===== config.mk =====
export PLATFORM = sky130hd
export DESIGN_NAME = controlUnit
export DESIGN_NICKNAME = d
export VERILOG_FILES = /design/src/source/controlPkg.sv /design/src/source/instrDecoder.sv /design/src/source/controlSequencer.sv /design/src/source/controlEncoder.sv /design/src/source/controlUnit.sv
export VERILOG_INCLUDE_DIRS = /design/src /design/src/source
export SDC_FILE = /design/constraint.sdc
export NUM_CORES = 1
export LEC_CHECK = 0
export BUFFER_PORTS_ARGS = -buffer_cell sky130_fd_sc_hd__buf_2
export CAP_MARGIN = 15
export CORE_ASPECT_RATIO = 1.4
export CORE_UTILIZATION = 42
export CTS_CLUSTER_SIZE = 20
export DETAILED_ROUTE_END_ITERATION = 8
export PLACE_DENSITY_LB_ADDON = 0.08
export SLEW_MARGIN = 10
export SYNTH_ARGS = -nofsm -noshare
export SYNTH_HDL_FRONTEND = slang
export SYNTH_SLANG_ARGS = --single-unit

===== constraint.sdc =====
create_clock -name clk -period 1.85 [get_ports clk]
set_input_delay 0.37 -clock clk [delete_from_list [all_inputs] [get_ports clk]]
set_output_delay 0.37 -clock clk [all_outputs]
set_load 0.1 [all_outputs]

===== src/source/controlCfg.svh =====
`ifndef CONTROL_CFG_SVH
`define CONTROL_CFG_SVH

// instruction word
`define INSTR_WIDTH 32

// primary opcode field
`define OPCODE_RTYPE 6'd0
`define OPCODE_JUMP  6'd2

// funct field of R-type words
`define FUNCT_MULT 6'd24
`define FUNCT_DIV  6'd26
`define FUNCT_MFHI 6'd16
`define FUNCT_MFLO 6'd18
`define FUNCT_JR   6'd8

// cycles with HI/LO write enabled, 1 to 7
`define MULT_DIV_CYCLES 2

`endif


===== src/source/controlPkg.sv =====
`include "controlCfg.svh"

package controlPkg;

    // R-type field layout
    typedef struct packed {
        logic [5:0] opcode;
        logic [4:0] rs;
        logic [4:0] rt;
        logic [4:0] rd;
        logic [4:0] shamt;
        logic [5:0] funct;
    } rFields;

    // J-type field layout, target fills the rest of the word
    typedef struct packed {
        logic [5:0]              opcode;
        logic [`INSTR_WIDTH-7:0] target;
    } jFields;

    // one instruction word, two readings
    typedef union packed {
        rFields rType;
        jFields jType;
    } instrWord;

    typedef enum logic [2:0] {
        opMult,
        opDiv,
        opMfhi,
        opMflo,
        opJr,
        opJump,
        opIllegal
    } opClass;

    typedef enum logic [3:0] {
        stReset,
        stFetch,
        stDecode,
        stMultDivStart,
        stMultDivWrite,
        stMultDivCheck,
        stMoveHi,
        stMoveLo,
        stJumpReg,
        stJump,
        stExcSave,
        stExcJump
    } ctrlState;

    typedef enum logic [1:0] {
        causeNone     = 2'd0,
        causeOpcode   = 2'd1,
        causeOverflow = 2'd2,
        causeDivZero  = 2'd3
    } excCause;

    // PC mux select
    typedef enum logic [1:0] {
        selAluResult  = 2'd0,
        selExcVector  = 2'd1,
        selJumpTarget = 2'd2,
        selRegister   = 2'd3
    } pcSel;

    // register file write data select
    typedef enum logic [2:0] {
        regFromAlu = 3'd0,
        regFromHi  = 3'd2,
        regFromLo  = 3'd3
    } regSrc;

endpackage


===== src/source/instrDecoder.sv =====
`timescale 1ns/1ns
`include "controlCfg.svh"

module instrDecoder (
    input  controlPkg::instrWord instr,
    output controlPkg::opClass   opClass,
    output logic                 isMult
);

    // R-type words are told apart by funct only
    always_comb begin
        opClass = controlPkg::opIllegal;
        if (instr.rType.opcode == `OPCODE_RTYPE) begin
            case (instr.rType.funct)
                `FUNCT_MULT: begin
                    opClass = controlPkg::opMult;
                end
                `FUNCT_DIV: begin
                    opClass = controlPkg::opDiv;
                end
                `FUNCT_MFHI: begin
                    opClass = controlPkg::opMfhi;
                end
                `FUNCT_MFLO: begin
                    opClass = controlPkg::opMflo;
                end
                `FUNCT_JR: begin
                    opClass = controlPkg::opJr;
                end
                default: begin
                    opClass = controlPkg::opIllegal;
                end
            endcase
        end else if (instr.jType.opcode == `OPCODE_JUMP) begin
            // target itself goes straight to the datapath
            opClass = controlPkg::opJump;
        end
    end

    // picks overflow vs divZero in the check state
    assign isMult = (opClass == controlPkg::opMult);

endmodule


===== src/source/controlSequencer.sv =====
`timescale 1ns/1ns
`include "controlCfg.svh"

module controlSequencer (
    input  logic                 clk,
    input  logic                 reset,
    input  controlPkg::opClass   opClass,
    input  logic                 isMult,
    input  logic                 divZero,
    input  logic                 overflow,
    output controlPkg::ctrlState state,
    output controlPkg::excCause  cause
);

    // last value of the write counter
    localparam logic [2:0] lastCount = 3'(`MULT_DIV_CYCLES - 1);

    controlPkg::ctrlState nextState;
    controlPkg::excCause  nextCause;
    logic [2:0]           count;
    logic [2:0]           nextCount;
    logic                 flagSet;

    // flag belonging to the running operation
    assign flagSet = isMult ? overflow : divZero;

    always_ff @(posedge clk or posedge reset) begin
        if (reset) begin
            state <= controlPkg::stReset;
            cause <= controlPkg::causeNone;
            count <= 3'd0;
        end else begin
            state <= nextState;
            cause <= nextCause;
            count <= nextCount;
        end
    end

    always_comb begin
        nextState = state;
        nextCause = cause;
        nextCount = count;
        case (state)
            controlPkg::stReset: begin
                nextState = controlPkg::stFetch;
            end
            controlPkg::stFetch: begin
                nextState = controlPkg::stDecode;
            end
            controlPkg::stDecode: begin
                case (opClass)
                    controlPkg::opMult,
                    controlPkg::opDiv: begin
                        nextState = controlPkg::stMultDivStart;
                    end
                    controlPkg::opMfhi: begin
                        nextState = controlPkg::stMoveHi;
                    end
                    controlPkg::opMflo: begin
                        nextState = controlPkg::stMoveLo;
                    end
                    controlPkg::opJr: begin
                        nextState = controlPkg::stJumpReg;
                    end
                    controlPkg::opJump: begin
                        nextState = controlPkg::stJump;
                    end
                    default: begin
                        nextState = controlPkg::stExcSave;
                        nextCause = controlPkg::causeOpcode;
                    end
                endcase
            end
            controlPkg::stMultDivStart: begin
                nextState = controlPkg::stMultDivWrite;
                nextCount = 3'd0;
            end
            controlPkg::stMultDivWrite: begin
                // HI/LO written once per cycle here
                if (count == lastCount) begin
                    nextState = controlPkg::stMultDivCheck;
                end else begin
                    nextCount = count + 3'd1;
                end
            end
            controlPkg::stMultDivCheck: begin
                if (flagSet) begin
                    nextState = controlPkg::stExcSave;
                    nextCause = isMult ? controlPkg::causeOverflow
                                       : controlPkg::causeDivZero;
                end else begin
                    nextState = controlPkg::stFetch;
                end
            end
            controlPkg::stMoveHi,
            controlPkg::stMoveLo,
            controlPkg::stJumpReg,
            controlPkg::stJump: begin
                nextState = controlPkg::stFetch;
            end
            controlPkg::stExcSave: begin
                nextState = controlPkg::stExcJump;
            end
            controlPkg::stExcJump: begin
                // cause is dropped once the handler is entered
                nextState = controlPkg::stFetch;
                nextCause = controlPkg::causeNone;
            end
            default: begin
                nextState = controlPkg::stReset;
                nextCause = controlPkg::causeNone;
            end
        endcase
    end

endmodule


===== src/source/controlEncoder.sv =====
`timescale 1ns/1ns

module controlEncoder (
    input  controlPkg::ctrlState state,
    input  controlPkg::excCause  cause,
    output logic                 pcWrite,
    output logic                 memRead,
    output logic                 irWrite,
    output logic                 iOrD,
    output logic                 multOrDiv,
    output logic                 hiWrite,
    output logic                 loWrite,
    output logic                 regWrite,
    output logic                 regDst,
    output logic                 epcWrite,
    output controlPkg::pcSel     pcSource,
    output controlPkg::regSrc    memToReg,
    output logic [1:0]           aluSrcA,
    output logic [2:0]           aluSrcB,
    output logic [2:0]           aluOp,
    output controlPkg::excCause  exceptionCause
);

    // ALU operation codes
    localparam logic [2:0] aluPass = 3'b000;
    localparam logic [2:0] aluAdd  = 3'b001;
    localparam logic [2:0] aluSub  = 3'b010;

    always_comb begin
        pcWrite        = 1'b0;
        memRead        = 1'b0;
        irWrite        = 1'b0;
        iOrD           = 1'b0;
        multOrDiv      = 1'b0;
        hiWrite        = 1'b0;
        loWrite        = 1'b0;
        regWrite       = 1'b0;
        regDst         = 1'b0;
        epcWrite       = 1'b0;
        pcSource       = controlPkg::selAluResult;
        memToReg       = controlPkg::regFromAlu;
        aluSrcA        = 2'b00;
        aluSrcB        = 3'b000;
        aluOp          = aluPass;
        exceptionCause = controlPkg::causeNone;
        case (state)
            controlPkg::stFetch: begin
                // read at PC, latch IR, PC <= PC + 4
                memRead = 1'b1;
                irWrite = 1'b1;
                pcWrite = 1'b1;
                aluSrcB = 3'b001;
                aluOp   = aluAdd;
            end
            controlPkg::stMultDivStart: begin
                multOrDiv = 1'b1;
            end
            controlPkg::stMultDivWrite: begin
                multOrDiv = 1'b1;
                hiWrite   = 1'b1;
                loWrite   = 1'b1;
            end
            controlPkg::stMoveHi: begin
                regWrite = 1'b1;
                regDst   = 1'b1;
                memToReg = controlPkg::regFromHi;
            end
            controlPkg::stMoveLo: begin
                regWrite = 1'b1;
                regDst   = 1'b1;
                memToReg = controlPkg::regFromLo;
            end
            controlPkg::stJumpReg: begin
                // rs passes through the ALU into PC
                pcWrite  = 1'b1;
                aluSrcA  = 2'b01;
                pcSource = controlPkg::selRegister;
            end
            controlPkg::stJump: begin
                pcWrite  = 1'b1;
                pcSource = controlPkg::selJumpTarget;
            end
            controlPkg::stExcSave: begin
                // EPC gets PC - 4, the faulting instruction
                epcWrite       = 1'b1;
                aluOp          = aluSub;
                aluSrcB        = 3'b001;
                exceptionCause = cause;
            end
            controlPkg::stExcJump: begin
                pcWrite        = 1'b1;
                pcSource       = controlPkg::selExcVector;
                exceptionCause = cause;
            end
            default: begin
                // reset, decode and check cycles drive nothing
            end
        endcase
    end

endmodule


===== src/source/controlUnit.sv =====
`timescale 1ns/1ns

module controlUnit (
    input  logic                 clk,
    input  logic                 reset,
    input  controlPkg::instrWord instr,
    input  logic                 divZero,
    input  logic                 overflow,
    output logic                 pcWrite,
    output logic                 memRead,
    output logic                 irWrite,
    output logic                 iOrD,
    output logic                 multOrDiv,
    output logic                 hiWrite,
    output logic                 loWrite,
    output logic                 regWrite,
    output logic                 regDst,
    output logic                 epcWrite,
    output controlPkg::pcSel     pcSource,
    output controlPkg::regSrc    memToReg,
    output logic [1:0]           aluSrcA,
    output logic [2:0]           aluSrcB,
    output logic [2:0]           aluOp,
    output controlPkg::excCause  exceptionCause
);

    controlPkg::opClass   decodedClass;
    logic                 isMult;
    controlPkg::ctrlState state;
    controlPkg::excCause  cause;

    instrDecoder decoder0 (
        .instr   (instr),
        .opClass (decodedClass),
        .isMult  (isMult)
    );

    controlSequencer sequencer0 (
        .clk      (clk),
        .reset    (reset),
        .opClass  (decodedClass),
        .isMult   (isMult),
        .divZero  (divZero),
        .overflow (overflow),
        .state    (state),
        .cause    (cause)
    );

    // strobes depend on the current state alone
    controlEncoder encoder0 (
        .state          (state),
        .cause          (cause),
        .pcWrite        (pcWrite),
        .memRead        (memRead),
        .irWrite        (irWrite),
        .iOrD           (iOrD),
        .multOrDiv      (multOrDiv),
        .hiWrite        (hiWrite),
        .loWrite        (loWrite),
        .regWrite       (regWrite),
        .regDst         (regDst),
        .epcWrite       (epcWrite),
        .pcSource       (pcSource),
        .memToReg       (memToReg),
        .aluSrcA        (aluSrcA),
        .aluSrcB        (aluSrcB),
        .aluOp          (aluOp),
        .exceptionCause (exceptionCause)
    );

endmodule


# After elaboration in Yosys (flattened, before gate mapping)
# Index checks and enable logic that the tools add are counted.
# word_totals
regBits,9
output_inout_bits,25
in_bits,36
elab_cells,73
# classes
n_mux,26
n_eq_ne,27
n_bitwise,1
add_sub_neg,1
reduce_logical,15
# ops
operator,n
$pmux W4 S7,1
$eq A6 B5 Y1 const B,4
$pmux W4 S5,1
$eq A4 B3 Y1 const B,4
$eq A4 B4 Y1 const B,4
$pmux W3 S5,1
$pmux W2 S3,2
$reduce_or A6 Y1,2
$mux W1,10
$reduce_or A2 Y1,5
$reduce_or A9 Y1,1
$eq A4 B2 Y1 const B,2
$mux W2,4
$mux W4,2
$pmux W2 S2,2
$eq A3 B1 Y1 const B,2
$eq A3 B2 Y1 const B,2
$eq A3 B3 Y1 const B,2
$eq A6 B2 Y1 const B,1
$eq A6 B4 Y1 const B,1
$logic_not A6 Y1,1
$mux W3,2
$ne A2 B2 Y1 const B,3
$pmux W3 S2,1
other kinds (10),10

# Depth between registers and ports, before layout
# depth
word_depth,7
ltp_mapped,6
depth_no_buf,6

# Modules after synthesis
# From an unflattened synthesis, not the netlist that was laid out.
# unflattened
cells_unflattened,104
area_unflattened_um2,837.1
# by_module_without_submodules
module,cells_each,instances,seq_area_each_um2,area_each_um2
controlSequencer,59,1,225.2,546.8
controlEncoder,32,1,0.0,216.5
instrDecoder,13,1,0.0,73.8

# Least setup slack after synthesis
# OpenSTA, ideal clock, no wires.
# synth_timing
path_kind,register to output
startpoint,reg sequencer0.state[2]
endpoint,out aluOp[0]
path_buffers,3
arrival_ns,4.430
required_ns,1.480
path_stages_with_launch,5
path_slack_ns,-2.950
cell_sequence,dfrtp_1 -> clkbuf_1 -> clkbuf_1 -> nor4_1 -> buf_4
# synth_between
elab_chain_cells,2
elab_cells_between_ends,3
cone_classes,eq/ne (2); mux (1)
# synth_lines
element,line,rtl
"start, declared",controlSequencer.sv:11,"output controlPkg::ctrlState state,"
"start signal, assigned",controlSequencer.sv:29,state <= controlPkg::stReset;
"start signal, assigned",controlSequencer.sv:33,state <= nextState;
$eq A4 B4 Y1 / $eq A4 B1 Y1 (equally long branches),controlEncoder.sv:46,case (state)
$pmux W2 S2 (*),controlEncoder.sv:46,
"end, declared",controlUnit.sv:23,"output logic [2:0] aluOp,"
# Every way passes the cells marked *; elsewhere a longest branch is shown, timed or not.

# Worst setup path in the final report
# layout_timing
startpoint,reg sequencer0.state[1]
endpoint,out memRead
# layout_between
elab_chain_cells,2
# layout_lines
element,line,rtl
$eq A4 B1 Y1,controlEncoder.sv:46,
$mux W1,controlEncoder.sv:46,
"end, declared",controlUnit.sv:10,"output logic memRead,"
# Every way passes these cells.

==> impl_results.md <==
* Status: finished with violations
* Failing checks: setup timing
* Most frequent cells in the layout: buf_4 (24), buf_12 (21), buf_2 (16)
* Drt pass-1 iters at 5
* Sum of negative setup slack at -0.5961 ns
* Synthesized area at roughly 930 sq um
* N_diodes at 0
* Met2 global-route usage at between 50 and 60%
* Final #Nets at approximately 220
* Slew @ Worst Pin at between 0.5 and 0.6 ns
* Final Max Tran Viols at 0
* Crit Path Category: reg -> out
* Final WS setup at -0.08313 ns
* Maximum vdd drop at about 0.0016 V
* Critical-path maximum fanout at 12
* Avg Vias per Cell at 6.365
* Root Driver: clkbuf_4
* Largest family of logic cells by synthesized area: simple AND/OR/NAND/NOR gates
* Most common cell after layout, fill and taps aside: buf_4
* Maximum buffer depth of the clock tree at 2
* Initial Utilization at ~46%
* Sink Count at 9
* Gate power share at between 80% and 90%
* Die height at 57.67 um
* Clock power frac at 4.8%
* DRT Wirelength at about 4100 um
* Vias at 1,273
* Worst endpoint required time at between 1 and 1.5 ns
* Post-synthesis xor/xnor area fraction at 0.9421%
* Async S/R FF share, synth at 100.0%
* Number of synthesized flops with an enable pin at 0
* Maximum clock frequency at between 500 and 600 MHz
* Syn Inst Count at 117
* CP dominant cell by count: buf_12
* Fraction of synthesized area in multiplexers at 3.230%
* I/O pins at 61
* Finish-stage setup viols at 15
* First-pass GRT wire length at ~4700 um
* Prevailing post-synth register cell: dfrtp_1
* Routed Antenna Nets at 0
* Compound-cell area share of the yosys netlist at a little under a fifth
* Largest net degree at the start of global routing at 14
* H-tree lvl count at 1
* Vias in the first global route at between 1,000 and 1,500
* Standard-cell rows at 19
* Hold Fails Final Rpt at 0
* Initial antenna violation count at 0
* P_sw at around 2.0 mW
* Post-CTS Hold Buffers at 0
* DR iter-0 viols at 81
* CTS buffer count at 3
* Die ar. at approximately 2400 sq um
* Gr ovfl total at 0
* Post-synthesis area per instance at slightly below 8 sq um
* Worst min path class: in -> async
* Leakage power at approximately 0.84 nW
* Critical Path Max Stage Delay at around 0.47 ns
* Gr busiest metal: met2
* Clk_skew at around 0.00035 ns
* WP buf/inv at 3
* Adder-cell share of the synthesized area at 2.692%
* Grt met1 use at between 20% and 30%
* PortBufs at 34
* Int Pwr at roughly 1.5 mW
* RSZ-0062 raised after global routing: yes
* Worst path slowest cell: dfrtp_2
* Part of the power in registers at between 10% and 20%
* Final Core Density at between 90% and 100%
* Final HPWL DP at ~2100 um
* CTS tree: done
* Post-layout min period at approximately 1.9 ns
* Crit end category: primary output
* Arrival time worst endpoint at between 1.5 and 2 ns
* Post-synthesis sequential area ratio at about 24%
* Post-Synth Simple-Gate Area at 34.45%
* Core ar. at just over 2000 sq um
* Worst-path clk slew at approximately 0.070 ns
* CP Cell Sequence: buf_12 > nor4_4 > buf_6 > buf_12
* Final RePlAce weighted congestion at 0.8451
* Distinct cells, synth at 42
* CP startpoint kind: flop
* Max cap viols at 0
* Share of layout cells above drive strength 1 at between 50% and 60%
* Met3 GRT Util at less than 1%
* Slew HR at between 60% and 70%
* Chip Width at ~42 um
* Average routed wire per standard cell at 20.65 um
* DRC violations left at 0
* Worst-skew pair later-pin latency at ~0.28 ns
* Total GRT Usage at 25.28%
* P per Cell Area at 1856 nW/um^2
* Synthesized flop and latch total at 9
* CP delay by family, top: buffers and inverters
* Yosys warnings at 0
* Area grow syn2layout at 103.4%
* Sw Ratio at between 50 and 60%
* Tcrit/Tclk final at 104.5%
-- metrics by stage --
stage	setup WS [ns]	cell area [sq um]	power (mW)	hold slack, ns	std cells
floorplan	-0.6603	1156	2.190	0.1979	122
global placement	-0.1107	1665	2.874	0.3379	185
detailed placement	-0.1319	1665	2.918	0.3408	185
CTS	-0.03570	1780	3.201	0.05797	193
global route	-0.1303	1891	3.610	0.08167	200
finish	-0.08313	1891	3.509	0.05695	200
-- registers in the layout (all words and copies together), names as in the netlist --
signal	flops
sequencer0.cause	2
sequencer0.count	3
sequencer0.state	4
-- cell type report --
type,instances,area (sq um)
fill,66,130.1
timing repair buffer,69,778.2
sequential,9,227.7
multi-input combinational,87,790.8
tap,21,26.28
clock inverter,1,5.005
clock buffer,3,22.52
inverter,10,40.04
-- worst register-to-register path: stages, from the launching register on --
cell and delay [ns]:
dfrtp_2 0.45, or4b_1 0.60, a311oi_2 0.29, a211oi_1 0.16, a221oi_2 0.29
-- layer usage --
metal / wire (um) / up-vias / share of wire [%]
met3: 305 / 33 / 7.4
met5: 0 / - / 0
met2: 2157 / 97 / 52
met4: 290 / 0 / 7.0
li1: - / 534 / -
met1: 1376 / 609 / 33
-- synthesized netlist by cell type (all sizes together), types with 2 or more instances --
master / count / area share [%]
nand2: 9 / 3.6
or4b: 2 / 2.6
a21oi: 5 / 2.7
inv: 10 / 4.0
nor4: 4 / 4.3
clkbuf: 5 / 2.0
o211ai: 2 / 1.6
nor4b: 2 / 2.6
or3: 4 / 2.7
o22ai: 2 / 2.0
dfrtp: 9 / 24
nor3: 7 / 3.8
nor2: 9 / 3.6
nor4bb: 2 / 2.2
buf: 11 / 8.9
nand3: 4 / 2.2
ha: 2 / 2.7
nand2b: 4 / 2.7
o21ai: 2 / 1.1
mux2i: 3 / 3.2
o21a: 2 / 1.6
-- kinds of logic after synthesis --
| logic type | count (synthesis) |
|---|---|
| AOI/OAI and AO/OA | 23 |
| xor gates and xnor gates | 1 |
| adders and majority gates | 2 |
| buffers and inverters | 26 |
| DFF | 9 |
| muxes | 3 |
| other | 1 |
| and+or+nand+nor | 52 |
-- power by group through the flow --
stage          registers, mW  clock network [mW]  logic (mW)
2_1_floorplan          0.358                   0        1.83
3_3_place_gp           0.343                   0        2.53
3_5_place_dp           0.353                   0        2.57
4_1_cts                0.353               0.155        2.69
5_1_grt                0.389               0.177        3.04
6_report               0.381               0.168        2.96
-- worst paths after layout --
path | from | to | slack (ns) | cells after the start
max reg2reg | sequencer0.state[3]$_DFFE_PP0P_ | sequencer0.cause[0]$_DFFE_PP0P_ | -0.02 | 4
min reg2reg | sequencer0.cause[1]$_DFFE_PP0P_ | sequencer0.cause[1]$_DFFE_PP0P_ | 0.55 | 1
max | sequencer0.state[1]$_DFFE_PP0P_ | memRead | -0.08 | 4
max in group asynchronous | reset | sequencer0.state[3]$_DFFE_PP0P_ | 1.51 | 2
min in group clk | divZero | sequencer0.cause[0]$_DFFE_PP0P_ | 0.49 | 3
min | reset | sequencer0.count[1]$_DFFE_PP0P_ | 0.06 | 2
-- what timing repair did --
| item | in CTS | in global routing |
|---|---|---|
| setup endpoints to repair | 14 | 18 |
| gates cloned | 0 | 1 |
| pin swaps | 4 | 5 |
| setup buffers | 4 | 6 |
| gates resized for setup | 12 | 16 |
(Power assumes the default switching activity.)
